`src/rtl/icache_pkg.sv`:
```
package icache_pkg;

    // address split: | tag | index | word | byte |
    localparam int ADDR_W         = 32;
    localparam int WORD_W         = 32;
    localparam int WORDS_PER_LINE = 4;
    localparam int WORD_SEL_W     = 2;
    localparam int BYTE_OFF_W     = 4;    // byte + word offset inside a line
    localparam int INDEX_W        = 4;
    localparam int NUM_SETS       = 1 << INDEX_W;
    localparam int TAG_W          = ADDR_W - INDEX_W - BYTE_OFF_W;
    localparam int LINE_W         = WORD_W * WORDS_PER_LINE;

    // set index into the way arrays
    typedef logic [INDEX_W-1:0] index_t;

    typedef logic [TAG_W-1:0] tag_t;

    // word 0 in the low bits
    typedef logic [LINE_W-1:0] line_t;

    // cache operations accepted on the cacop port
    typedef enum logic {
        CACOP_INDEX_INV = 1'b0,   // clear way addr[0] at the index
        CACOP_HIT_INV   = 1'b1    // clear the way that hits, if any
    } cacop_code_t;

    // one-hot way mask, bit 0 is way 0
    typedef logic [1:0] way_sel_t;

endpackage

```
`src/rtl/icache_lookup.sv`:
```
`timescale 1ns/1ps

module icache_lookup (
    input  logic [icache_pkg::ADDR_W-1:0] i_req_addr,
    input  icache_pkg::tag_t              i_tag0,
    input  icache_pkg::tag_t              i_tag1,
    input  icache_pkg::way_sel_t          i_valid,
    input  icache_pkg::line_t             i_line0,
    input  icache_pkg::line_t             i_line1,
    output logic                          o_hit,
    output icache_pkg::way_sel_t          o_hit_way,
    output logic [icache_pkg::WORD_W-1:0] o_word
);
    import icache_pkg::*;

    tag_t                  req_tag;
    logic [WORD_SEL_W-1:0] word_sel;
    way_sel_t              hit_vec;
    line_t                 hit_line;

    assign req_tag  = i_req_addr[ADDR_W-1 -: TAG_W];
    assign word_sel = i_req_addr[BYTE_OFF_W-1 -: WORD_SEL_W];

    // a stored tag only counts with its valid bit
    assign hit_vec[0] = i_valid[0] && (i_tag0 == req_tag);
    assign hit_vec[1] = i_valid[1] && (i_tag1 == req_tag);

    assign o_hit = |hit_vec;

    // both ways never hold the same tag, way 0 wins anyway
    always_comb begin
        if (hit_vec[0]) begin
            o_hit_way = 2'b01;
        end else begin
            o_hit_way = hit_vec;
        end
    end

    assign hit_line = o_hit_way[1] ? i_line1 : i_line0;

    always_comb begin
        case (word_sel)
            2'd0:    o_word = hit_line[0*WORD_W +: WORD_W];
            2'd1:    o_word = hit_line[1*WORD_W +: WORD_W];
            2'd2:    o_word = hit_line[2*WORD_W +: WORD_W];
            default: o_word = hit_line[3*WORD_W +: WORD_W];
        endcase
    end

endmodule

```
`config.mk`:
```
export PLATFORM = sky130hd
export DESIGN_NAME = icache_lookup
export DESIGN_NICKNAME = d
export VERILOG_FILES = /design/src/rtl/icache_pkg.sv /design/src/rtl/icache_lookup.sv
export SDC_FILE = /design/constraint.sdc
export NUM_CORES = 1
export LEC_CHECK = 0
export ABC_AREA = 1
export BUFFER_PORTS_ARGS = -buffer_cell sky130_fd_sc_hd__buf_2
export CORE_AREA = 4 4 144 146
export DETAILED_ROUTE_END_ITERATION = 8
export DIE_AREA = 0 0 148 150
export MAX_ROUTING_LAYER = met4
export SLEW_MARGIN = 20
export SYNTH_ARGS = -nofsm -noshare
export SYNTH_HDL_FRONTEND = slang
export SYNTH_SLANG_ARGS = --single-unit
```
`constraint.sdc`:
```
create_clock -name vclk -period 3.3
set_input_delay 0.165 -clock vclk [all_inputs]
set_output_delay 0.165 -clock vclk [all_outputs]
set_load 0.05 [all_outputs]
```
==> impl_metrics.ini <==
[yosys]
yosysUniqueCellTypes = 20
synth_adder_area_share_pct = 0
muxShareOfSynthArea_pct = 0
netlist_top_cells_area = nand3_1 28%, inv_1 23%, nand2_1 22%
synth-xor-area-share_pct = 2.14
yosysTopAreaCell = nand3_1
yosys_warnings = 0
syn_area_mm2 = 0.00409
synthCells = 926
synth_compound_area_share_pct = 8.88
synthSimpleGateAreaFrac_pct = 59.2
synth-seq-area-share_pct = 0
synth_top_area_share_pct = 27.8
synth.avg_cell_area_um2 = 4.41
synth_top_family_by_area = simple AND/OR/NAND/NOR gates
synth_nets = 1264

[setup_path]
worstPathMaxFanout = 56
crit_slowest_cell = buf_4
cp_data_arrival_time_ps = 2260
end_kind = output port
cp-start-kind = input pin
worst_path_largest_cell_delay_ps = 500
worstPathCellList = buf_2, inv_1, nand2_1, nand2_1, nand2_1, nor2_1, nand3_1, nor2_4, buf_4, nand3b_1, nand3_1, nand3_1, buf_2
path_class = input pin to output port
worstPathRequired_ps = 3130

[min_path]
min_from = i_line0[3]
holdCritPathClass = input pin to output port
worstHoldEndpoint = o_word[3]
hold_depth = 6

[sta]
clock.fmax_ghz = 0.412
tightest_slew_ps = 960
fin_crit_ps = 2430
setup_violations = 0
fin_crit_sh_pct = 73.6
hold_violations = 0
drv_slew = 0
rsz0062_at_grt = false
slew_headroom_pct = 36.0
fin_setup_tns_ps = 0

[clocking]
ctsHoldBuffers = 0
cts_resized = 0
postCtsSetupRepairBufs = 0

[power]
p_leak_nw = 4.13
power_density_mw_per_mm2 = 122
vdd_ir_drop_max_v = 0.0000335
p_total_mw = 0.743

[floorplanning]
die_w_um = 148
die_h_um = 150
ios = 373
die_area_mm2 = 0.0222
start_util_pct = 21.1
core_mm2 = 0.0194
rows = 51

[finish]
nFillCells = 2366
nFlopsAndLatches = 0
syn_to_final_growth_pct = 49.4
num-clock-buffers = 0
fin_cells = 1510
diodes = 0
drive_gt1_share_pct = 31.2
seq_area_um2 = 0
nets = 1585

[route]
viasPerCell = 4.28
num_vias = 6463
wl_per_cell_um = 14.6
ant_nets = 0
drtIter0Drc = 512
routed_wl_um = 22100
firstDrtPassIters = 5
remaining_drc_errors = 0

[place]
gp_congestion = 0.951
placedCellCount = 1510
hpwl_um = 18400
port_buffers = 367

[global_route]
grt_max_degree = 99
track_usage_pct = 18.5
antenna_found_initial = 0
grt_pass1_vias = 5868
grt-ovfl-total = 0
grt_pass1_wl_um = 32000

[outcome]
outcome = complete, no violations

[flow_run]
maxCapViolCount = 0
-- worst max path at each step --
stage / from / slack (ps) / to / depth (start not counted)
3_3_place_gp: i_req_addr[9] / 890 / o_word[30] / 14
6_report: i_req_addr[18] / 870 / o_word[29] / 13
3_5_place_dp: i_req_addr[9] / 870 / o_word[30] / 14
5_1_grt: i_req_addr[3] / 680 / o_word[31] / 8
4_1_cts: i_req_addr[9] / 860 / o_word[30] / 14
2_1_floorplan: i_req_addr[21] / 1430 / o_hit / 7
-- through the flow --
step | hold slack [ps] | setup WS, ps | cell area (um2) | utilization [%]
after floorplan | 819 | 1430 | 4090 | -
after global placement | 821 | 893 | 6100 | 31.5
after detailed placement | 825 | 874 | 6100 | 31.5
after CTS | 827 | 865 | 6100 | 31.5
after global routing | 872 | 681 | 6100 | 31.5
final | 829 | 870 | 6100 | 31.5
-- cells by family (layout without fill, tap and decap cells) --
group                     Yosys count  count (layout)
AOI/OAI and AO/OA                  72              72
xor gates and xnor gates           10              10
buffers and inverters             313             632
and+or+nand+nor                   531             531
-- power by group --
part | internal [mW] | switching (mW)
Sequential | 0 | 0
Combinational | 0.287 | 0.456
Clock | 0 | 0
-- cell usage after synthesis, drive strengths merged --
cell	number
nor2	27
o21ai	71
or2	3
a21boi	1
xnor2	9
xor2	1
nand3b	32
nand3	227
inv	256
nand2	241
nand4	1
clkbuf	33
buf	24
-- layout make-up --
cell class / count / area [um2] / share of cell area (%)
Tap cell: 265 / 332 / 5.43
Inverter: 256 / 961 / 15.7
Multi-Input combinational cell: 613 / 2880 / 47.2
Timing Repair Buffer: 376 / 1930 / 31.6
-- routing by layer --
metal,vias up,wire [um],global-route usage [%]
li1,3441,-,-
met1,2771,10300,27.0
met2,225,10100,28.7
met3,26,1320,1.36
met4,0,380,2.73
met5,-,0,-
-- placed cells by master, fill, tap and decap left out --
cell      count
nand2_1     239
nor2_1       25
inv_1       249
nor2_2        1
buf_4         7
nand3b_1     32
nand2_4       2
xnor2_1       9
nand4_1       1
xor2_1        1
buf_2       367
nor2_4        1
or2_2         2
or2_0         1
inv_2         7
nand3_1     227
a21boi_1      1
o21ai_0      71
buf_12        2
-- worst max-delay path: cells and delay by family --
kind                   cells  cell delay [ps]
AND/OR/NAND/NOR            9             1090
buffers and inverters      4              940
Power figures use the tool's default switching activity.
