===== src/rtl/icache_pkg.sv =====
package icache_pkg;

    // address split: | tag | index | word | byte |
    localparam int ADDR_W         = 32;
    localparam int WORD_W         = 32;
    localparam int WORDS_PER_LINE = 4;
    localparam int WORD_SEL_W     = 2;
    localparam int BYTE_OFF_W     = 4;    // byte + word offset inside a line
    localparam int INDEX_W        = 4;
    localparam int NUM_SETS       = 1 << INDEX_W;
    localparam int TAG_W          = ADDR_W - INDEX_W - BYTE_OFF_W;
    localparam int LINE_W         = WORD_W * WORDS_PER_LINE;

    // set index into the way arrays
    typedef logic [INDEX_W-1:0] index_t;

    typedef logic [TAG_W-1:0] tag_t;

    // word 0 in the low bits
    typedef logic [LINE_W-1:0] line_t;

    // cache operations accepted on the cacop port
    typedef enum logic {
        CACOP_INDEX_INV = 1'b0,   // clear way addr[0] at the index
        CACOP_HIT_INV   = 1'b1    // clear the way that hits, if any
    } cacop_code_t;

    // one-hot way mask, bit 0 is way 0
    typedef logic [1:0] way_sel_t;

endpackage


===== src/rtl/refill_engine.sv =====
`timescale 1ns/1ps

module refill_engine (
    input  logic                          clk,
    input  logic                          rstn,
    input  logic                          i_start,
    input  logic [icache_pkg::ADDR_W-1:0] i_line_addr,
    output icache_pkg::line_t             o_line,
    output logic                          o_line_valid,
    // wishbone classic, read only so WE stays low on the bus
    output logic                          o_wb_cyc,
    output logic                          o_wb_stb,
    output logic [icache_pkg::ADDR_W-1:0] o_wb_adr,
    input  logic [icache_pkg::WORD_W-1:0] i_wb_dat,
    input  logic                          i_wb_ack
);
    import icache_pkg::*;

    logic                         busy_q;
    logic [WORD_SEL_W-1:0]        beat_q;     // word being fetched
    logic [ADDR_W-1:BYTE_OFF_W]   base_q;     // line address without offset
    line_t                        line_q;
    logic                         line_valid_q;
    logic                         launch;
    logic                         beat_done;

    assign launch    = i_start && !busy_q;
    assign beat_done = busy_q && i_wb_ack;

    // control
    always_ff @(posedge clk) begin
        if (!rstn) begin
            busy_q       <= 1'b0;
            beat_q       <= '0;
            line_valid_q <= 1'b0;
        end else begin
            line_valid_q <= 1'b0;
            if (launch) begin
                busy_q <= 1'b1;
                beat_q <= '0;
            end else if (beat_done) begin
                beat_q <= beat_q + 1'b1;   // wraps to 0 after the last beat
                if (beat_q == WORD_SEL_W'(WORDS_PER_LINE - 1)) begin
                    busy_q       <= 1'b0;  // cyc drops after last ack
                    line_valid_q <= 1'b1;
                end
            end
        end
    end

    // line address and line buffer
    always_ff @(posedge clk) begin
        if (launch) begin
            base_q <= i_line_addr[ADDR_W-1:BYTE_OFF_W];
        end
        if (beat_done) begin
            line_q[beat_q*WORD_W +: WORD_W] <= i_wb_dat;
        end
    end

    // cyc and stb stay up for the whole burst of four beats
    assign o_wb_cyc = busy_q;
    assign o_wb_stb = busy_q;
    assign o_wb_adr = {base_q, beat_q, 2'b00};   // base, +4, +8, +12

    assign o_line       = line_q;
    assign o_line_valid = line_valid_q;

endmodule


===== config.mk =====
export PLATFORM = sky130hd
export DESIGN_NAME = refill_engine
export DESIGN_NICKNAME = d
export VERILOG_FILES = /design/src/rtl/icache_pkg.sv /design/src/rtl/refill_engine.sv
export SDC_FILE = /design/constraint.sdc
export NUM_CORES = 1
export LEC_CHECK = 0
export BUFFER_PORTS_ARGS = -buffer_cell sky130_fd_sc_hd__buf_4
export CAP_MARGIN = 15
export CORE_MARGIN = 1.5
export CORE_UTILIZATION = 48
export DETAILED_ROUTE_END_ITERATION = 12
export GPL_TIMING_DRIVEN = 0
export HOLD_SLACK_MARGIN = 0.06
export PLACE_DENSITY = 0.78
export SYNTH_ARGS = -nofsm -noshare
export SYNTH_HDL_FRONTEND = slang
export SYNTH_SLANG_ARGS = --single-unit

===== constraint.sdc =====
create_clock -name clk -period 3 [get_ports clk]
set_input_delay 0.9 -clock clk [delete_from_list [all_inputs] [get_ports clk]]
set_output_delay 0.9 -clock clk [all_outputs]
set_load 0.02 [all_outputs]

==> impl_metrics.json <==
{
  "fin_skew_ps": 3.959,
  "swShare": 0.2003,
  "ir_drop_mv": 0.4020,
  "placeableCoreArea_um2": 12010,
  "clock_path_buffers": 2,
  "p_seq_frac": 0.499,
  "die_h_um": 114.2,
  "grt_max_degree": 33,
  "slew_viol_final": 0,
  "whs_ps": 556.9,
  "path_max_fanout": 11,
  "highest-signal-layer": "met4",
  "drive_gt1_frac": 0.5042,
  "antenna_left": 0,
  "stdcell_count": 742,
  "status": "finished clean",
  "power_mw": 5.048,
  "diodes": 0,
  "crit_arrival_ps": 2440,
  "min_period_ps": 2157,
  "fmax_mhz": 463.6,
  "multi_input_area_um2": 1082,
  "wl_met1_um": 5659,
  "pwr-share-comb": 0.071,
  "cellLeakagePower_nw": 3.336,
  "syn_area_per_cell_um2": 17.40,
  "worstHoldPathType": "reg -> reg",
  "cts_resized": 0,
  "nFillCells": 846,
  "worstMarginPinSlew_ps": 906.2,
  "track_usage": 0.2257,
  "synthDistinctLibCells": 27,
  "drv_cap": 0,
  "holdBufCountCts": 0,
  "cts_tree": "done",
  "grt_pass1_wl_um": 21020,
  "yosysMostFrequentCell": "edfxtp_1",
  "drc": 0,
  "placedCellCount": 713,
  "dpl.hpwl_um": 9696,
  "seqCellArea_um2": 4765,
  "overflow": 0,
  "wirelength_um": 14460,
  "final-setup-viol-count": 0,
  "drtPass1Iterations": 4,
  "synth_cells": 341,
  "wl_met3_um": 716,
  "setup_slack_ps": 842.9,
  "rsz0062_at_grt": "false",
  "netlist_top_cells_count": "156 x edfxtp_1, 93 x and2_1, 29 x and2_2, 12 x clkbuf_2, 8 x nor2_1",
  "critPathKind": "reg -> reg",
  "die_x_um": 114.2,
  "port_buffers": 223,
  "async_flop_share": 0,
  "r2r_slack_ps": 840,
  "insertion_delay_ps": 420,
  "endpoint_kind": "flop",
  "via_count": 3632,
  "synth_area_leaders": "edfxtp_1 79%, and2_1 9.8%, and2_2 3.7%, dfxtp_1 1.3%, ha_1 1.3%",
  "synth_ff_type": "edfxtp_1",
  "synth_top_area_frac": 0.7894,
  "yosysTopAreaCell": "edfxtp_1",
  "drt_iter0_drc": 206,
  "floorplan.rows": 40,
  "cts_buffers": 17,
  "finalCritPeriodShare": 0.7190,
  "critPathRequiredTime_ps": 3280,
  "synth-seq-area-share": 0.8029,
  "clock_power_share": 0.430,
  "grt_antenna_before_repair": 0,
  "initial_core_util": 0.4941,
  "relSlewSlack": 0.3959,
  "start_kind": "flop",
  "htree_num_levels": 4,
  "gp_congestion": 0.7829,
  "viasPerCell": 4.895,
  "postCtsSetupBuffers": 0,
  "dieArea_um2": 13040,
  "root_buffer": "clkbuf_16",
  "dpl_worst_slack_ps": 560.0,
  "synth_edf_count": 156,
  "clock-sinks": 160,
  "netSwitchingPower_mw": 1.011,
  "syn_to_final_growth_pct": 41.51,
  "clk_pin_slew_worst_paths_ps": 60,
  "power_density_nw_per_um2": 601.1,
  "syn_area_um2": 5934,
  "fin_setup_tns_ps": 0,
  "wl_met2_um": 7741,
  "grt_pass1_vias": 3609,
  "ys_warn_count": 0,
  "nets": 659,
  "pin_count": 231,
  "cellInternalPower_mw": 4.037,
  "synth-seq-cells": 160,
  "final-hold-violation-count": 0,
  "wl_per_cell_um": 19.49
}
## worst max-delay path: stages, from the launching register on
cell      delay [ps]
dfxtp_1          570
inv_1            150
ha_1             420
nand2b_1         220
nor2_1           170
clkbuf_2         290
and2_1           190
## power by group through the flow
stage,registers [mW],clock network (mW),logic [mW]
after floorplan,2.62,0,0.111
after global placement,2.56,0,0.347
after detailed placement,2.56,0,0.359
after CTS,2.52,2.20,0.361
after global routing,2.52,2.27,0.382
final,2.52,2.17,0.357
## cells in the final DEF, fill, tap and decap left out, types with 2 or more instances in the layout
cell	count
inv_1	2
ha_1	6
o21ai_0	2
clkbuf_1	6
bufinv_16	4
and3_2	4
dfxtp_1	4
nor2_1	8
clkinv_1	2
nor3_2	2
clkbuf_2	12
and2_2	29
edfxtp_1	156
conb_1	2
clkbuf_16	17
nand2_1	5
buf_4	226
and2_1	93
## per-layer routing
metal / up-vias / track usage
met4: 0 / 0.1025
met5: - / 0
met2: 128 / 0.3916
met3: 23 / 0.05241
li1: 1692 / -
met1: 1789 / 0.2694
## stage by stage
stage,area [µm²],utilization
2_1_floorplan,5938,-
3_3_place_gp,7796,0.6491
3_5_place_dp,7818,0.6508
4_1_cts,8398,0.6992
5_1_grt,8398,0.6992
6_report,8398,0.6992
## cells by family after synthesis
group,after synthesis,share of synthesized area
simple gates,149,0.1607
mux,1,0.001687
other cells,1,0.0006319
flops,160,0.8029
compound gates,4,0.003584
fa+ha+maj,6,0.01265
buf+inv,19,0.01645
xor+xnor,1,0.001476
## flip-flops by register name, summed over array words and instances (netlist names)
register and cells:
o_line 128, beat_q 2, base_q 28, o_wb_cyc 1, o_line_valid 1
## area by class of cell
| class | instances | share of cell area |
|---|---|---|
| Sequential cell | 160 | 0.5673 |
| Timing Repair Buffer | 224 | 0.2011 |
| Multi-Input combinational cell | 163 | 0.1289 |
| Clock buffer | 21 | 0.05244 |
| Tap cell | 147 | 0.02190 |
| Clock inverter | 8 | 0.01669 |
| Buffer | 17 | 0.01073 |
| Inverter | 2 | 0.0008939 |
## final timing paths
| path | start | to | cells past startpoint |
|---|---|---|---|
| worst min register to register | beat_q[1]$_SDFFE_PP0P_ | beat_q[1]$_SDFFE_PP0P_ | 2 |
| worst min-delay path | beat_q[1]$_SDFFE_PP0P_ | beat_q[1]$_SDFFE_PP0P_ | 2 |
| worst max-delay path | beat_q[0]$_SDFFE_PP0P_ | o_line[100]$_DFFE_PP_ | 6 |
| worst max register to register | beat_q[0]$_SDFFE_PP0P_ | o_line[100]$_DFFE_PP_ | 6 |
Note: power is estimated with default switching activity, not from simulation.
