### config.mk
export PLATFORM = sky130hd
export DESIGN_NAME = way_ram
export DESIGN_NICKNAME = d
export VERILOG_FILES = /design/src/rtl/icache_pkg.sv /design/src/rtl/way_ram.sv
export SDC_FILE = /design/constraint.sdc
export NUM_CORES = 1
export LEC_CHECK = 0
export BUFFER_PORTS_ARGS = -buffer_cell sky130_fd_sc_hd__buf_2
export CORE_MARGIN = 5
export CORE_UTILIZATION = 60
export CTS_CLUSTER_SIZE = 20
export DETAILED_ROUTE_END_ITERATION = 8
export MAX_ROUTING_LAYER = met4
export PLACE_DENSITY = 0.78
export SLEW_MARGIN = 20
export SYNTH_ARGS = -nofsm -noshare
export SYNTH_HDL_FRONTEND = slang
export SYNTH_SLANG_ARGS = --single-unit
### constraint.sdc
create_clock -name clk -period 4.93 [get_ports clk]
set_input_delay 0.986 -clock clk [delete_from_list [all_inputs] [get_ports clk]]
set_output_delay 0.986 -clock clk [all_outputs]
set_load 0.005 [all_outputs]
### src/rtl/icache_pkg.sv
package icache_pkg;

    // address split: | tag | index | word | byte |
    localparam int ADDR_W         = 32;
    localparam int WORD_W         = 32;
    localparam int WORDS_PER_LINE = 4;
    localparam int WORD_SEL_W     = 2;
    localparam int BYTE_OFF_W     = 4;    // byte + word offset inside a line
    localparam int INDEX_W        = 4;
    localparam int NUM_SETS       = 1 << INDEX_W;
    localparam int TAG_W          = ADDR_W - INDEX_W - BYTE_OFF_W;
    localparam int LINE_W         = WORD_W * WORDS_PER_LINE;

    // set index into the way arrays
    typedef logic [INDEX_W-1:0] index_t;

    typedef logic [TAG_W-1:0] tag_t;

    // word 0 in the low bits
    typedef logic [LINE_W-1:0] line_t;

    // cache operations accepted on the cacop port
    typedef enum logic {
        CACOP_INDEX_INV = 1'b0,   // clear way addr[0] at the index
        CACOP_HIT_INV   = 1'b1    // clear the way that hits, if any
    } cacop_code_t;

    // one-hot way mask, bit 0 is way 0
    typedef logic [1:0] way_sel_t;

endpackage

### src/rtl/way_ram.sv
`timescale 1ns/1ps

module way_ram #(
    parameter type payload_t = logic [31:0]
) (
    input  logic               clk,
    input  icache_pkg::index_t i_raddr,
    input  icache_pkg::index_t i_waddr,
    input  logic               i_we,
    input  payload_t           i_wdata,
    output payload_t           o_rdata
);
    import icache_pkg::*;

    // one entry per set
    payload_t mem [NUM_SETS];

    // registered read
    // a same-cycle write shows up only on the next read
    always_ff @(posedge clk) begin
        if (i_we) begin
            mem[i_waddr] <= i_wdata;
        end
        o_rdata <= mem[i_raddr];
    end

endmodule

==> flow_results.xml <==
<?xml version="1.0" encoding="UTF-8"?>
<metrics>
  <group name="placement">
    <metric name="place_inst" unit="">1336</metric>
    <metric name="place.gp.congestion" unit="">0.734</metric>
    <metric name="place.detailed.hpwl" unit="µm">20500</metric>
    <metric name="placement.io_buffers" unit="">73</metric>
  </group>
  <group name="power_and_ir_drop">
    <metric name="cellInternalPower" unit="µW">7590</metric>
    <metric name="power.share.switching" unit="%">19.9</metric>
    <metric name="design_power_total" unit="µW">9470</metric>
    <metric name="power.density_cell_area" unit="nW/µm²">420</metric>
    <metric name="clock_power_share" unit="%">40.4</metric>
    <metric name="p_leak" unit="µW">0.00728</metric>
    <metric name="sequentialPowerShare" unit="%">55.0</metric>
    <metric name="p_switching" unit="µW">1880</metric>
    <metric name="power_frac_comb" unit="%">4.6</metric>
    <metric name="worst_vdd_drop" unit="V">0.000330</metric>
  </group>
  <group name="route">
    <metric name="via_per_inst" unit="">6.41</metric>
    <metric name="drt_pre_antenna_iters" unit="">5</metric>
    <metric name="antenna_violating_nets_post_route" unit="">0</metric>
    <metric name="avgRoutedWirePerCell" unit="µm">29.0</metric>
    <metric name="detail_route.iter0.violations" unit="">1136</metric>
    <metric name="detail_route.drc_violations" unit="">0</metric>
    <metric name="route.vias.total" unit="">9192</metric>
    <metric name="postRouteWirelength" unit="µm">41600</metric>
  </group>
  <group name="run">
    <metric name="cap_violations" unit="">0</metric>
  </group>
  <group name="setup_path">
    <metric name="ff2ff_setup_slack" unit="ns">3.48</metric>
    <metric name="setup.worst_path.end_class" unit="">register</metric>
    <metric name="crit_path_slowest_cell" unit="">sky130_fd_sc_hd__nor2_4</metric>
    <metric name="worst_path_dominant_cell_family" unit="">simple AND/OR/NAND/NOR gates</metric>
    <metric name="crit_path_max_fanout" unit="">18</metric>
    <metric name="critPathLaunch" unit="">i_waddr[2]</metric>
    <metric name="critPathBufInv" unit="">2</metric>
    <metric name="critPathLaunchType" unit="">input port</metric>
    <metric name="crit_chain" unit="">buf_2, nand3b_1, nor2_4, buf_4</metric>
    <metric name="worstPathArrival" unit="ns">2.80</metric>
    <metric name="r2r_start" unit="">mem[7][26]</metric>
    <metric name="max_stage_delay" unit="ns">0.82</metric>
    <metric name="worst-endpoint-required" unit="ns">5.14</metric>
    <metric name="critical_path_class" unit="">input port to register</metric>
  </group>
  <group name="logic_synthesis">
    <metric name="syn_inst_count" unit="">838</metric>
    <metric name="synth-edff-count" unit="">512</metric>
    <metric name="netlist_top_cells_area" unit="">sky130_fd_sc_hd__edfxtp_1 (77%), sky130_fd_sc_hd__mux4_2 (15%), sky130_fd_sc_hd__dfxtp_1 (3.2%)</metric>
    <metric name="share_of_synthesized_flip_flops_with_an_asynchronous_set_or_reset" unit="%">0</metric>
    <metric name="synthesis.area_per_instance" unit="µm²">23.7</metric>
    <metric name="most_used_dff_post_synth" unit="">sky130_fd_sc_hd__edfxtp_1</metric>
    <metric name="post_synth_instance_area" unit="µm²">19900</metric>
    <metric name="post-synth-top-area-cell" unit="">sky130_fd_sc_hd__edfxtp_1</metric>
    <metric name="synth.net_count" unit="">880</metric>
    <metric name="synth_largest_type_area_fraction" unit="%">77.4</metric>
    <metric name="synth_cell_type_count" unit="">18</metric>
    <metric name="postSynthRegisterBits" unit="">544</metric>
    <metric name="yosys_warnings" unit="">0</metric>
    <metric name="seq_area_frac_synth" unit="%">80.7</metric>
  </group>
  <group name="grt">
    <metric name="grt_pass1_wl" unit="µm">62000</metric>
    <metric name="largest_net_degree_at_the_start_of_global_routing" unit="">63</metric>
    <metric name="number_of_antenna_violations_at_the_first_check_in_global_routing" unit="">2</metric>
    <metric name="grt_total_ovfl" unit="">0</metric>
    <metric name="first_global_vias" unit="">9417</metric>
    <metric name="groute.usage.overall" unit="%">24.0</metric>
  </group>
  <group name="sta">
    <metric name="final.setup.tns" unit="ns">0</metric>
    <metric name="period_minus_slack" unit="ns">2.59</metric>
    <metric name="worst-slew-pin-transition" unit="ns">1.10</metric>
    <metric name="rsz0062_at_grt" unit="">no</metric>
    <metric name="final-setup-viol-count" unit="">0</metric>
    <metric name="clock_skew" unit="ns">0.0120</metric>
    <metric name="fmaxAchievable" unit="GHz">0.386</metric>
    <metric name="max-slew-margin-rel" unit="%">26.9</metric>
    <metric name="timing.final.max_slew_violations" unit="">0</metric>
    <metric name="layout_worst_path_cycle_share" unit="%">52.5</metric>
    <metric name="timing.final.hold_violations" unit="">0</metric>
  </group>
  <group name="clock_network">
    <metric name="path_clk_slew" unit="ns">0.06</metric>
    <metric name="cts_inserted_buffers" unit="">51</metric>
    <metric name="cts-root-to-sink-buffers" unit="">3</metric>
    <metric name="clock-sinks" unit="">544</metric>
    <metric name="cts_htree_levels" unit="">2</metric>
    <metric name="ctsResizeCount" unit="">0</metric>
    <metric name="clk_latency" unit="ns">0.55</metric>
    <metric name="clock_tree_from_tritoncts" unit="">done</metric>
    <metric name="clk_root_buf" unit="">sky130_fd_sc_hd__clkbuf_16</metric>
    <metric name="postCtsSetupRepairBufs" unit="">0</metric>
    <metric name="holdBufCountCts" unit="">0</metric>
  </group>
  <group name="die">
    <metric name="ioPinCount" unit="">74</metric>
    <metric name="row_count" unit="">66</metric>
    <metric name="die_height" unit="µm">192</metric>
    <metric name="initial_core_util" unit="%">60.9</metric>
    <metric name="die_x" unit="µm">192</metric>
    <metric name="floorplan.die_area" unit="µm²">36800</metric>
    <metric name="core_region_area" unit="µm²">32600</metric>
  </group>
  <group name="final_layout">
    <metric name="fillers" unit="">1942</metric>
    <metric name="fin_cells" unit="">1433</metric>
    <metric name="fin_nets" unit="">989</metric>
    <metric name="drive_gt1_share" unit="%">32.5</metric>
    <metric name="area_delta_synth_final" unit="%">13.6</metric>
  </group>
  <group name="hold_path">
    <metric name="worstHoldStart" unit="">mem[14][23]</metric>
    <metric name="hold_path.class" unit="">register to register</metric>
  </group>
  <group name="status">
    <metric name="status" unit="">finished clean</metric>
  </group>
</metrics>
==> metal layers <==
layer / wire length (µm) / share of wire [%] / global-route usage [%] / vias to the layer above
li1: - / - / - / 3794
met1: 15800 / 38 / 32.6 / 4863
met2: 21700 / 52 / 39.5 / 462
met3: 3180 / 7.6 / 3.67 / 73
met4: 943 / 2.3 / 5.47 / 0
met5: 0 / 0 / - / -
==> through the flow <==
| step | instance area, µm² | hold WS (ns) | setup WS, ns | util (%) |
|---|---|---|---|---|
| 3_5_place_dp | 20900 | 0.657 | 1.82 | 64.1 |
| 4_1_cts | 22600 | 0.667 | 2.33 | 69.2 |
| 5_1_grt | 22600 | 0.707 | 2.21 | 69.2 |
| 2_1_floorplan | 19900 | 0.635 | 0.764 | - |
| 3_3_place_gp | 20900 | 0.645 | 1.86 | 64.1 |
| 6_report | 22600 | 0.666 | 2.34 | 69.2 |
==> final timing paths <==
kind	depth (start not counted)	end
max	4	mem[10][22]
min	3	o_rdata[23]
max reg2reg	3	o_rdata[26]
min reg2reg	3	o_rdata[23]
==> Yosys cell counts, types with 2 or more instances <==
cell / instances
sky130_fd_sc_hd__edfxtp_1: 512
sky130_fd_sc_hd__mux4_2: 128
sky130_fd_sc_hd__a22oi_1: 64
sky130_fd_sc_hd__nand2_1: 33
sky130_fd_sc_hd__dfxtp_1: 32
sky130_fd_sc_hd__clkbuf_1: 17
sky130_fd_sc_hd__nor2_1: 13
sky130_fd_sc_hd__buf_4: 11
sky130_fd_sc_hd__buf_1: 9
sky130_fd_sc_hd__buf_2: 4
sky130_fd_sc_hd__nor3_1: 4
sky130_fd_sc_hd__buf_6: 2
sky130_fd_sc_hd__nand2b_1: 2
sky130_fd_sc_hd__nand3b_1: 2
sky130_fd_sc_hd__nor2b_1: 2
==> power by group through the flow <==
stage               Combinational, µW  Clock [µW]  Sequential, µW
floorplan                         248           0            5290
global placement                  428           0            5290
detailed placement                439           0            5300
CTS                               445        3880            5210
global route                      475        4100            5210
finish                            440        3830            5200
==> layout by cell type, fill, tap and decap left out, types with 5 or more instances in the layout <==
cell / instances
sky130_fd_sc_hd__edfxtp_1: 512
sky130_fd_sc_hd__mux4_2: 128
sky130_fd_sc_hd__buf_2: 71
sky130_fd_sc_hd__a22oi_1: 64
sky130_fd_sc_hd__clkbuf_16: 53
sky130_fd_sc_hd__nand2_1: 33
sky130_fd_sc_hd__dfxtp_1: 32
sky130_fd_sc_hd__buf_4: 25
sky130_fd_sc_hd__clkbuf_1: 15
sky130_fd_sc_hd__nor2_4: 13
sky130_fd_sc_hd__clkinv_2: 12
sky130_fd_sc_hd__clkinv_1: 7
sky130_fd_sc_hd__clkbuf_8: 5
==> layout make-up <==
type	instances	area (µm²)	area share, %
Timing Repair Buffer	99	597	2.65
Sequential cell	544	16000	71.0
Multi-Input combinational cell	251	3750	16.6
Clock inverter	23	206	0.915
Tap cell	442	553	2.45
Clock buffer	72	1440	6.37
Antenna cell	2	5.00	0.0222
==> state kept, by name (all words and copies together), names as in the netlist <==
name	flops
mem	512
o_rdata	32
==> cell families after synthesis <==
family / count (synthesis) / synth area share [%]
buf+inv: 43 / 1.12
compound gates: 64 / 2.42
mux: 128 / 14.5
simple gates: 59 / 1.27
flops: 544 / 80.7
==> tightest hold or removal path, cell delays in order (launching register included) <==
cell,delay (ns)
sky130_fd_sc_hd__edfxtp_1,0.31
sky130_fd_sc_hd__mux4_2,0.22
sky130_fd_sc_hd__a22oi_1,0.06
sky130_fd_sc_hd__nand2_1,0.05
(Power assumes the default switching activity.)
