--- src/rtl/icache_pkg.sv ---
package icache_pkg;

    // address split: | tag | index | word | byte |
    localparam int ADDR_W         = 32;
    localparam int WORD_W         = 32;
    localparam int WORDS_PER_LINE = 4;
    localparam int WORD_SEL_W     = 2;
    localparam int BYTE_OFF_W     = 4;    // byte + word offset inside a line
    localparam int INDEX_W        = 4;
    localparam int NUM_SETS       = 1 << INDEX_W;
    localparam int TAG_W          = ADDR_W - INDEX_W - BYTE_OFF_W;
    localparam int LINE_W         = WORD_W * WORDS_PER_LINE;

    // set index into the way arrays
    typedef logic [INDEX_W-1:0] index_t;

    typedef logic [TAG_W-1:0] tag_t;

    // word 0 in the low bits
    typedef logic [LINE_W-1:0] line_t;

    // cache operations accepted on the cacop port
    typedef enum logic {
        CACOP_INDEX_INV = 1'b0,   // clear way addr[0] at the index
        CACOP_HIT_INV   = 1'b1    // clear the way that hits, if any
    } cacop_code_t;

    // one-hot way mask, bit 0 is way 0
    typedef logic [1:0] way_sel_t;

endpackage

--- src/rtl/icache_ctrl.sv ---
`timescale 1ns/1ps

module icache_ctrl (
    input  logic                          clk,
    input  logic                          rstn,
    input  logic                          i_req_valid,
    input  logic [icache_pkg::ADDR_W-1:0] i_req_addr,
    output logic                          o_req_ready,
    output logic                          o_resp_valid,
    output logic                          o_resp_fault,
    input  logic                          i_cacop_valid,
    input  icache_pkg::cacop_code_t       i_cacop_code,
    input  logic [icache_pkg::ADDR_W-1:0] i_cacop_addr,
    output logic                          o_cacop_ready,
    output logic                          o_cacop_done,
    output icache_pkg::index_t            o_rd_index,
    output icache_pkg::index_t            o_wr_index,
    output logic [icache_pkg::ADDR_W-1:0] o_req_addr_q,
    output icache_pkg::way_sel_t          o_valid,
    input  logic                          i_hit,
    input  icache_pkg::way_sel_t          i_hit_way,
    output icache_pkg::way_sel_t          o_tag_we,
    output icache_pkg::way_sel_t          o_line_we,
    output logic                          o_refill_start,
    input  logic                          i_line_valid,
    output logic                          o_data_from_refill
);
    import icache_pkg::*;

    typedef enum logic [2:0] {IDLE, LOOKUP, MISS, REFILL, CACOP} state_t;

    state_t              state_q, state_d;
    logic                ready_en_q;        // high from the first cycle after reset
    logic [ADDR_W-1:0]   addr_q;            // request buffer, fetch or cacop
    cacop_code_t         code_q;
    way_sel_t            valid_q [NUM_SETS];
    logic [NUM_SETS-1:0] lru_q;             // set bit: way 1 most recently used
    way_sel_t            victim_q;
    logic                cacop_done_q;
    index_t              idx_q;
    logic                misaligned, req_acc, cacop_acc, lookup_miss, refill_done;
    way_sel_t            victim, inv_mask;

    assign idx_q      = addr_q[BYTE_OFF_W +: INDEX_W];
    assign misaligned = addr_q[1:0] != 2'b00;
    assign o_valid    = valid_q[idx_q];

    // cacop goes first in IDLE, so a fetch waits that cycle
    assign o_cacop_ready = ready_en_q && (state_q == IDLE);
    assign cacop_acc     = o_cacop_ready && i_cacop_valid;

    always_comb begin
        case (state_q)
            IDLE:    o_req_ready = ready_en_q && !i_cacop_valid;
            LOOKUP:  o_req_ready = i_hit || misaligned;   // streaming on hits
            default: o_req_ready = 1'b0;
        endcase
    end
    assign req_acc = o_req_ready && i_req_valid;

    assign lookup_miss  = (state_q == LOOKUP) && !i_hit && !misaligned;
    assign refill_done  = (state_q == REFILL) && i_line_valid;
    assign o_resp_valid = ((state_q == LOOKUP) && !lookup_miss) || refill_done;
    assign o_resp_fault = (state_q == LOOKUP) && misaligned;

    assign o_refill_start     = lookup_miss;   // cyc follows next cycle
    assign o_data_from_refill = state_q == REFILL;
    assign o_tag_we           = refill_done ? victim_q : 2'b00;
    assign o_line_we          = o_tag_we;
    assign o_wr_index         = idx_q;
    assign o_req_addr_q       = addr_q;
    assign o_cacop_done       = cacop_done_q;

    always_comb begin
        if (cacop_acc) begin
            o_rd_index = i_cacop_addr[BYTE_OFF_W +: INDEX_W];
        end else if (req_acc) begin
            o_rd_index = i_req_addr[BYTE_OFF_W +: INDEX_W];
        end else begin
            o_rd_index = idx_q;
        end
    end

    // invalid way first, else evict the one not recently used
    always_comb begin
        if (!o_valid[0]) begin
            victim = 2'b01;
        end else if (!o_valid[1]) begin
            victim = 2'b10;
        end else begin
            victim = lru_q[idx_q] ? 2'b01 : 2'b10;
        end
    end

    always_comb begin
        if (code_q == CACOP_INDEX_INV) begin
            inv_mask = addr_q[0] ? 2'b10 : 2'b01;
        end else begin
            inv_mask = i_hit ? i_hit_way : 2'b00;   // no hit, nothing cleared
        end
    end

    always_comb begin
        state_d = state_q;
        case (state_q)
            IDLE: begin
                if (cacop_acc) begin
                    state_d = CACOP;
                end else if (req_acc) begin
                    state_d = LOOKUP;
                end
            end
            LOOKUP: begin
                if (lookup_miss) begin
                    state_d = MISS;
                end else if (!req_acc) begin
                    state_d = IDLE;
                end
            end
            MISS:    state_d = REFILL;   // victim latched here
            REFILL:  state_d = i_line_valid ? IDLE : REFILL;
            CACOP:   state_d = IDLE;
            default: state_d = IDLE;
        endcase
    end

    always_ff @(posedge clk) begin
        if (!rstn) begin
            state_q      <= IDLE;
            ready_en_q   <= 1'b0;
            cacop_done_q <= 1'b0;
            lru_q        <= '0;
            valid_q      <= '{default: '0};
        end else begin
            state_q      <= state_d;
            ready_en_q   <= 1'b1;
            cacop_done_q <= state_q == CACOP;   // two cycles after accept
            if ((state_q == LOOKUP) && i_hit && !misaligned) begin
                lru_q[idx_q] <= i_hit_way[1];
            end
            if (refill_done) begin
                valid_q[idx_q] <= o_valid | victim_q;
                lru_q[idx_q]   <= victim_q[1];
            end
            if (state_q == CACOP) begin
                valid_q[idx_q] <= o_valid & ~inv_mask;
            end
        end
    end

    always_ff @(posedge clk) begin
        if (cacop_acc || req_acc) begin
            addr_q <= cacop_acc ? i_cacop_addr : i_req_addr;
        end
        if (cacop_acc) begin
            code_q <= i_cacop_code;
        end
        if (state_q == MISS) begin
            victim_q <= victim;
        end
    end

endmodule

--- config.mk ---
export PLATFORM = sky130hd
export DESIGN_NAME = icache_ctrl
export DESIGN_NICKNAME = d
export VERILOG_FILES = /design/src/rtl/icache_pkg.sv /design/src/rtl/icache_ctrl.sv
export SDC_FILE = /design/constraint.sdc
export NUM_CORES = 1
export LEC_CHECK = 0
export ABC_AREA = 0
export BUFFER_PORTS_ARGS = -buffer_cell sky130_fd_sc_hd__buf_2
export CORE_MARGIN = 5
export CORE_UTILIZATION = 50
export CTS_CLUSTER_DIAMETER = 50
export DETAILED_ROUTE_END_ITERATION = 7
export GPL_TIMING_DRIVEN = 1
export PLACE_DENSITY = 0.77
export SETUP_SLACK_MARGIN = 0.05
export SLEW_MARGIN = 20
export SYNTH_ARGS = -nofsm -noshare
export SYNTH_HDL_FRONTEND = slang
export SYNTH_SLANG_ARGS = --single-unit
--- constraint.sdc ---
create_clock -name clk -period 2.55 [get_ports clk]
set_input_delay 0.51 -clock clk [delete_from_list [all_inputs] [get_ports clk]]
set_output_delay 0.51 -clock clk [all_outputs]
set_load 0.02 [all_outputs]
==> results.json, run 1 <==
{
  "rsz0062_at_grt": "true",
  "cts_num_sinks": 88,
  "max_cap_violations": 0,
  "drt_wl_total_um": 13850,
  "reg2reg_to": "victim_q[0]",
  "rows": 35,
  "cts.clk_slew.worst_paths_ps": 90,
  "tightest_slew_ps": 657.3,
  "fmax_ghz": 0.3957,
  "async_flop_share_pct": 0,
  "final_core_util_pct": 64.84,
  "drive_gt1_share_pct": 34.10,
  "setup_viol": 0,
  "routedWlPerCell_um": 18.10,
  "final_area_mm2": 0.005906,
  "synth_top_area_share_pct": 23.02,
  "avgSynthCellArea_um2": 8.983,
  "cp_data_required_time_ps": 2040,
  "outcome": "completed",
  "reg2reg_depth": 8,
  "syn_nets": 586,
  "clock_latency_ps": 360,
  "netlist_area_mm2": 0.004608,
  "synth_top_cell_by_area": "dfxtp_1",
  "hp-start": "i_cacop_code",
  "final_antenna_net_count": 0,
  "crit_arrival_ps": 2020,
  "gp_congestion": 0.9161,
  "hold-path-endpoint": "code_q",
  "drt_iter0_markers": 405,
  "coreArea_mm2": 0.009109,
  "max_stage_delay_ps": 540,
  "grt.overflow.total": 0,
  "grt_pass1_vias": 4330,
  "via_count": 4457,
  "synth_cells": 513,
  "grt_usage_pct": 23.87,
  "drtPass1Iterations": 5,
  "slew_headroom_pct": 56.03,
  "yosysSeqAreaShare_pct": 45.83,
  "dpl.hpwl_um": 9520,
  "power_density_mw_per_mm2": 546.0,
  "post-route-period-util_pct": 99.12,
  "vdd.ir_drop.worst_mv": 0.3238,
  "cts_hold_buf": 0,
  "die_w_um": 106,
  "yosysUniqueCellTypes": 41,
  "netlist_top_cells_area": "dfxtp_1, edfxtp_1, nand2_1, mux2i_1, o22ai_1",
  "whs_path_depth": 1,
  "remaining_drc_errors": 0,
  "crit_top_cell": "nand2_1",
  "leakage_nw": 2.397,
  "cp-start-kind": "register",
  "crit_chain": "nand2b_1 -> a211oi_2 -> nor4_2 -> nand2_1 -> nand2_1 -> buf_4",
  "final_net_count": 722,
  "finClkSkew_ps": 13.93,
  "crit_path_top_delay_cell": "edfxtp_1",
  "hp-class": "in -> reg",
  "synth_edf_count": 35,
  "vias_per_cell": 5.826,
  "reg2reg_slack_ps": 160,
  "placed_cell_area_mm2": 0.005305,
  "synth_warnings": 0,
  "synth_seq_cells": 88,
  "cp-end-kind": "primary output",
  "synth_flop_cell": "dfxtp_1",
  "io_pins": 126,
  "clockRootBuffer": "clkbuf_8",
  "timing.hold.ws_ps": 321.8,
  "grt_pass1_wl_um": 21560,
  "initial_core_util_pct": 50.59,
  "clock_path_buffers": 2,
  "cts_buffers": 9,
  "dieArea_mm2": 0.01124,
  "htreeDepth": 3,
  "n_antenna_cell": 0,
  "crit_type": "reg -> out",
  "die_h_um": 106,
  "critPathMaxFanout": 5,
  "cts_tree": "yes",
  "timing.rr.start": "o_req_addr_q[4]",
  "grt_start_max_net_pins": 35,
  "antenna_found_initial": 0,
  "area_delta_synth_final_pct": 28.16,
  "maxSlewViolCount": 0,
  "port_buffers": 125,
  "final.min_clock_period_ps": 2527,
  "final_hold_viol_count": 0
}
what timing repair did:
action | 4_1_cts | 5_1_grt
setup buffers | 13 | 6
gates resized for setup | 26 | 19
pin swaps | 7 | 9
endpoints found under the setup margin | 6 | 8
gates cloned | 1 | 1
cell families after synthesis:
family	synth area share, %
AOI/OAI and AO/OA	19.20
buffers and inverters	4.507
DFF	45.83
muxes	9.395
and+or+nand+nor	21.07
where the power goes:
group / switching [W] / leakage (nW) / total [W] / internal, W
clock: 0.000544 / 0.101 / 0.00101 / 0.000462
sequential: 0.0000275 / 0.760 / 0.00156 / 0.00153
combinational: 0.000408 / 1.54 / 0.000664 / 0.000256
cells in the final DEF (no fill, tap or decap), drive strengths merged, types with 9 or more instances in the layout:
master and n:
clkbuf 10, o21ai 35, edfxtp 35, buf 157, nand2 125, nor2 47
nand3 10, a21oi 21, dfxtp 53, o22ai 33, a211oi 9, o21a 9
nor2b 16, mux2i 32
per-stage QoR:
step	cells	worst slack [ps]	power [W]	setup TNS (ps)
floorplan	513	146.7	0.001941	0
global placement	729	56.68	0.002125	0
detailed placement	729	59.25	0.002138	0
CTS	759	43.93	0.003178	0
global route	765	-46.01	0.003328	-118.9
finish	765	22.53	0.003225	0
sequential cells by signal (all words and copies together) (netlist names):
name and cells:
victim_q 2, valid_q 32, o_cacop_done 1, ready_en_q 1, lru_q 16, code_q 1, o_req_addr_q 32, state_q 3
synthesized netlist by cell type (all sizes together) (3+ instances only):
master   instances
a2111oi          3
a211oi           9
a21oi           21
a31oi            8
buf             20
clkbuf          13
dfxtp           53
edfxtp          35
inv              5
mux2i           32
mux4             5
nand2          125
nand2b           7
nand3           10
nor2            47
nor2b           16
nor4             4
o21a             9
o21ai           35
o22ai           33
o41ai            3
critical path: cells and delay by family, from the launching register on:
kind	cells	cell delay, ps
buffers and inverters	1	160
flip-flops	1	540
AO/OA/AOI/OAI	1	430
AND/OR/NAND/NOR	4	530
how the worst max path moves through the flow:
stage	slack, ps	end	start	cells after the start
2_1_floorplan	150	o_rd_index[2]	state_q[0]	5
3_3_place_gp	60	o_rd_index[1]	i_hit	7
3_5_place_dp	60	o_rd_index[0]	i_hit	7
4_1_cts	40	o_rd_index[0]	o_req_addr_q[1]	6
5_1_grt	-50	o_valid[0]	o_req_addr_q[4]	7
6_report	20	o_valid[0]	o_req_addr_q[7]	6
metal layers:
| layer | wire (µm) | global-route usage, % | vias to the layer above |
|---|---|---|---|
| li1 | - | - | 2119 |
| met1 | 5605 | 31.15 | 2084 |
| met2 | 6828 | 39.30 | 227 |
| met3 | 1145 | 4.797 | 27 |
| met5 | 0 | 0 | - |
| met4 | 265 | 8.881 | 0 |
area by class of cell:
cell class / instances / area [µm²]
Fill cell: 742 / 3203
Multi-Input combinational cell: 387 / 2475
Sequential cell: 88 / 2113
Timing Repair Buffer: 158 / 958.4
Tap cell: 111 / 138.9
Clock buffer: 9 / 123.9
Clock inverter: 7 / 75.07
Inverter: 5 / 21.27
Note: power is estimated with default switching activity, not from simulation.
==> run 2, diff against run 1 <==
- PLACE_DENSITY: 0.77 -> not set
- PLACE_DENSITY_LB_ADDON: not set -> 0.25
==> run 2 against run 1 <==
Design area is 2.0% higher; cell count grew 1.3%; clock skew fell by 5.8 ps; via count shrank 1.0%; total power shrank 0.53%; hold slack is essentially flat; largest cell class unchanged; highest routed layer unchanged.
==> results.json, run 2 (synthesis results as in run 1) <==
{
  "port_buffers": 125,
  "clock_latency_ps": 360,
  "cts_hold_buf": 0,
  "grt_usage_pct": 23.90,
  "coreArea_mm2": 0.009109,
  "grt_pass1_vias": 4185,
  "gp_congestion": 0.8455,
  "fmax_ghz": 0.3942,
  "mostFrequentLayoutCells": "buf_2, nand2_1, dfxtp_1, nor2_1, buf_4",
  "post-route-period-util_pct": 99.48,
  "clock_path_buffers": 2,
  "reg2reg_to": "victim_q[0]",
  "final_hold_viol_count": 0,
  "crit_path_top_delay_cell": "edfxtp_1",
  "max_cap_violations": 0,
  "grt_pass1_wl_um": 21250,
  "hold-path-endpoint": "code_q",
  "layout_commonest_cell": "buf_2",
  "cts_buffers": 9,
  "dr_wl_met2_um": 6729,
  "final_net_count": 732,
  "cts_tree": "yes",
  "timing.rr.start": "o_req_addr_q[4]",
  "regArea_mm2": 0.002116,
  "vdd.ir_drop.worst_mv": 0.3426,
  "n_antenna_cell": 0,
  "htreeDepth": 3,
  "reg2reg_depth": 11,
  "antenna_found_initial": 0,
  "drt_wl_total_um": 14100,
  "cts.clk_slew.worst_paths_ps": 80,
  "area_delta_synth_final_pct": 30.76,
  "setup_viol": 0,
  "max_stage_delay_ps": 510,
  "fin_cells": 775,
  "leakage_nw": 2.436,
  "whs_path_depth": 1,
  "die_w_um": 106,
  "crit_type": "reg -> out",
  "drt_iter0_markers": 328,
  "vias_per_cell": 5.693,
  "io_pins": 126,
  "dr_wl_met3_um": 1161,
  "highest_layer": "met4",
  "timing.hold.ws_ps": 322.2,
  "drt-met1-wl_um": 5854,
  "hp-class": "in -> reg",
  "final_antenna_net_count": 0,
  "rsz0062_at_grt": "true",
  "dp_cells": 730,
  "reg2reg_slack_ps": 180,
  "die_h_um": 106,
  "maxSlewViolCount": 0,
  "power_density_mw_per_mm2": 532.3,
  "crit_chain": "nand2b_1 -> a211oi_2 -> nor4_2 -> nand2_1 -> o21ai_2 -> buf_6",
  "cp-start-kind": "register",
  "tightest_slew_ps": 587.7,
  "final.min_clock_period_ps": 2537,
  "remaining_drc_errors": 0,
  "grt_start_max_net_pins": 37,
  "cts_num_sinks": 88,
  "finClkSkew_ps": 8.121,
  "drtPass1Iterations": 5,
  "slew_headroom_pct": 60.69,
  "grt.overflow.total": 0,
  "initial_core_util_pct": 50.59,
  "critPathMaxFanout": 4,
  "nFillCells": 734,
  "dpl.hpwl_um": 9554,
  "cp_data_required_time_ps": 2040,
  "total_power_w": 0.003207,
  "outcome": "completed",
  "multi_input_area_mm2": 0.002521,
  "drive_gt1_share_pct": 34.94,
  "via_count": 4412,
  "dieArea_mm2": 0.01124,
  "clockRootBuffer": "clkbuf_8",
  "rows": 35,
  "routedWlPerCell_um": 18.19,
  "cp-end-kind": "primary output",
  "crit_arrival_ps": 2030,
  "hp-start": "i_cacop_code"
}
run 2: cell count changes in the layout (fill, tap and decap cells not counted), sizes merged:
cell	previous run	this run
inv	8	5
clkbuf	10	13
buf	157	167
run 2: critical path: cells and delay by family, from the launching register on:
| kind | cells | cell delay, ps |
|---|---|---|
| AND/OR/NAND/NOR | 3 | 520 |
| flip-flops | 1 | 510 |
| AO/OA/AOI/OAI | 2 | 500 |
| buffers and inverters | 1 | 130 |
run 2: what timing repair did:
action                     in CTS  in global routing
gates resized for setup        26                 27
gates cloned                    2                  1
setup endpoints to repair       6                  9
buffers inserted               16                 11
pin swaps                      10                 13
hold endpoints to repair        0                  0
run 2: layout make-up:
cell class	instances	area share (%)
sequential	88	35.11
tap	111	2.305
timing repair buffer	168	17.42
clock inverter	4	0.7683
multi-input combinational	387	41.84
clock buffer	12	2.243
inverter	5	0.3115
run 2: through the flow:
step	utilization, %	setup TNS [ps]	area [µm²]	setup WS [ps]
after global routing	66.15	-99.34	6026	-66.09
after detailed placement	58.46	0	5325	7.410
final	66.15	0	6026	13.30
after CTS	63.74	0	5806	36.91
after floorplan	-	0	4619	146.7
after global placement	58.46	0	5325	68.93
run 2: where the power goes:
group	total (W)	switching (W)	internal, W
clock network	0.000952	0.000502	0.000450
registers	0.00155	0.0000252	0.00153
logic	0.000703	0.000423	0.000280
run 2: worst max-delay path by stage:
| stage | startpoint | slack (ps) | depth (start not counted) | endpoint |
|---|---|---|---|---|
| after global routing | o_req_addr_q[4] | -70 | 8 | o_valid[0] |
| after detailed placement | i_hit | 7 | 7 | o_rd_index[3] |
| after CTS | o_req_addr_q[4] | 40 | 6 | o_valid[1] |
| after global placement | i_hit | 70 | 7 | o_rd_index[2] |
| final | o_req_addr_q[5] | 10 | 6 | o_valid[1] |
| after floorplan | state_q[0] | 150 | 5 | o_rd_index[2] |
run 2: metal layers:
layer | global-route usage [%] | vias to the layer above
li1 | - | 2127
met1 | 30.38 | 2064
met2 | 38.57 | 187
met3 | 7.225 | 34
met4 | 8.696 | 0
met5 | 0 | -
==> run 3, diff against run 2 <==
- BUFFER_PORTS_ARGS: -buffer_cell sky130_fd_sc_hd__buf_2 -> not set
- CTS_CLUSTER_DIAMETER: 50 -> 150
- DONT_BUFFER_PORTS: not set -> 1
==> run 3 against run 2 <==
The run now ends with setup timing left; global-route usage down 1.1 points; sequential share of layout area increased by 4.1 points; design area decreased by 11%; critical path type unchanged; largest cell class unchanged.
==> results.json, run 3 (synthesis results as in run 1) <==
{
  "clockRootBuffer": "clkbuf_8",
  "post-route-period-util_pct": 100.5,
  "vias_per_cell": 6.133,
  "dieArea_mm2": 0.01124,
  "gp_congestion": 0.8745,
  "die_h_um": 106,
  "crit_type": "reg -> out",
  "slew_headroom_pct": 59.19,
  "final.min_clock_period_ps": 2563,
  "violations": "setup timing",
  "dp_cells": 614,
  "rsz0062_at_grt": "true",
  "layout_commonest_cell": "nand2_1",
  "power_density_mw_per_mm2": 583.5,
  "drtPass1Iterations": 5,
  "finClkSkew_ps": 10.08,
  "cts_buffers": 9,
  "fin_cells": 647,
  "n_antenna_cell": 0,
  "antenna_found_initial": 0,
  "crit_arrival_ps": 2050,
  "tightest_slew_ps": 610.0,
  "critPathMaxFanout": 7,
  "htreeDepth": 3,
  "cts_tree": "yes",
  "fmax_ghz": 0.3902,
  "grt.overflow.total": 0,
  "cts.clk_slew.worst_paths_ps": 90,
  "area_delta_synth_final_pct": 16.97,
  "drt_wl_total_um": 12920,
  "grt_usage_pct": 22.78,
  "cp-end-kind": "primary output",
  "nFillCells": 789,
  "grt_start_max_net_pins": 38,
  "setup_viol": 1,
  "cts_hold_buf": 0,
  "routedWlPerCell_um": 19.96,
  "final_net_count": 604,
  "die_w_um": 106,
  "timing.hold.ws_ps": 171.1,
  "remaining_drc_errors": 0,
  "vdd.ir_drop.worst_mv": 0.3119,
  "drive_gt1_share_pct": 19.03,
  "rows": 35,
  "outcome": "complete, but fails checks",
  "cp-start-kind": "register",
  "max_cap_violations": 0,
  "hp-class": "in -> reg",
  "coreArea_mm2": 0.009109,
  "leakage_nw": 1.945,
  "worst_slack_ps": -13.01,
  "final_antenna_net_count": 0,
  "port_buffers": 0,
  "final_hold_viol_count": 0,
  "clock_latency_ps": 370,
  "dpl.hpwl_um": 8849,
  "clock_path_buffers": 2,
  "grt_pass1_vias": 3917,
  "grt_pass1_wl_um": 20250,
  "cts_num_sinks": 88,
  "maxSlewViolCount": 0,
  "via_count": 3968,
  "io_pins": 126,
  "mostFrequentLayoutCells": "nand2_1, dfxtp_1, nor2_1, edfxtp_1, o22ai_1",
  "initial_core_util_pct": 50.59,
  "cp_data_required_time_ps": 2040,
  "drt_iter0_markers": 396
}
run 3: cell count changes in the layout (fill, tap and decap cells not counted), moves of 2 or more:
cell	before	now
buf_2	122	0
buf_4	38	32
dfxtp_2	3	1
bufbuf_16	0	2
clkinv_4	0	3
clkbuf_1	3	0
dfxtp_1	50	52
run 3: worst paths after layout:
check / startpoint / endpoint / slack [ps] / cells after the start
min: rstn / ready_en_q / 170 / 0
min reg2reg: lru_q[14] / lru_q[14] / 490 / 2
max: o_req_addr_q[4] / o_valid[1] / -10 / 6
max reg2reg: o_req_addr_q[7] / valid_q[8] / 120 / 7
run 3: critical path, stage by stage, from the launching register on:
cell      delay (ps)
edfxtp_1         390
buf_6            170
buf_12           160
mux2i_1          120
mux4_2           530
o21ai_1          170
buf_4            160
run 3: timing repair:
item | CTS | global route
hold endpoints to repair | 0 | 0
pin swaps | 7 | 8
gates cloned | 4 | 0
resized for setup | 27 | 14
setup buffers | 10 | 3
endpoints found under the setup margin | 6 | 17
run 3: layout make-up:
type	instances	area, µm²	area share (%)
timing repair buffer	40	422.9	7.846
sequential	88	2113	39.21
tap	111	138.9	2.577
inverter	5	18.77	0.3482
clock buffer	9	123.9	2.298
clock inverter	7	80.08	1.486
multi-input combinational	387	2492	46.24
run 3: where the power goes:
part           total [W]  internal, W  switching [W]
sequential       0.00161      0.00153      0.0000804
clock            0.00101     0.000465       0.000548
combinational   0.000520     0.000202       0.000318
run 3: metal layers:
| metal | up-vias | share of wire [%] | global-route usage [%] |
|---|---|---|---|
| li1 | 1879 | - | - |
| met1 | 1879 | 44 | 31.11 |
| met2 | 188 | 47 | 35.84 |
| met3 | 22 | 7.5 | 5.039 |
| met4 | 0 | 1.9 | 7.863 |
| met5 | - | 0 | 0 |
run 3: stage by stage:
stage	worst slack (ps)	utilization, %	total power (W)	setup TNS [ps]	instance area (µm²)
after detailed placement	155.6	52.34	0.002048	0	4767
after global routing	-78.95	59.18	0.003260	-393.7	5390
after global placement	194.7	52.34	0.002042	0	4767
after floorplan	146.7	-	0.001941	0	4619
after CTS	-2.684	58.26	0.003135	-2.684	5306
final	-13.01	59.18	0.003145	-13.01	5390
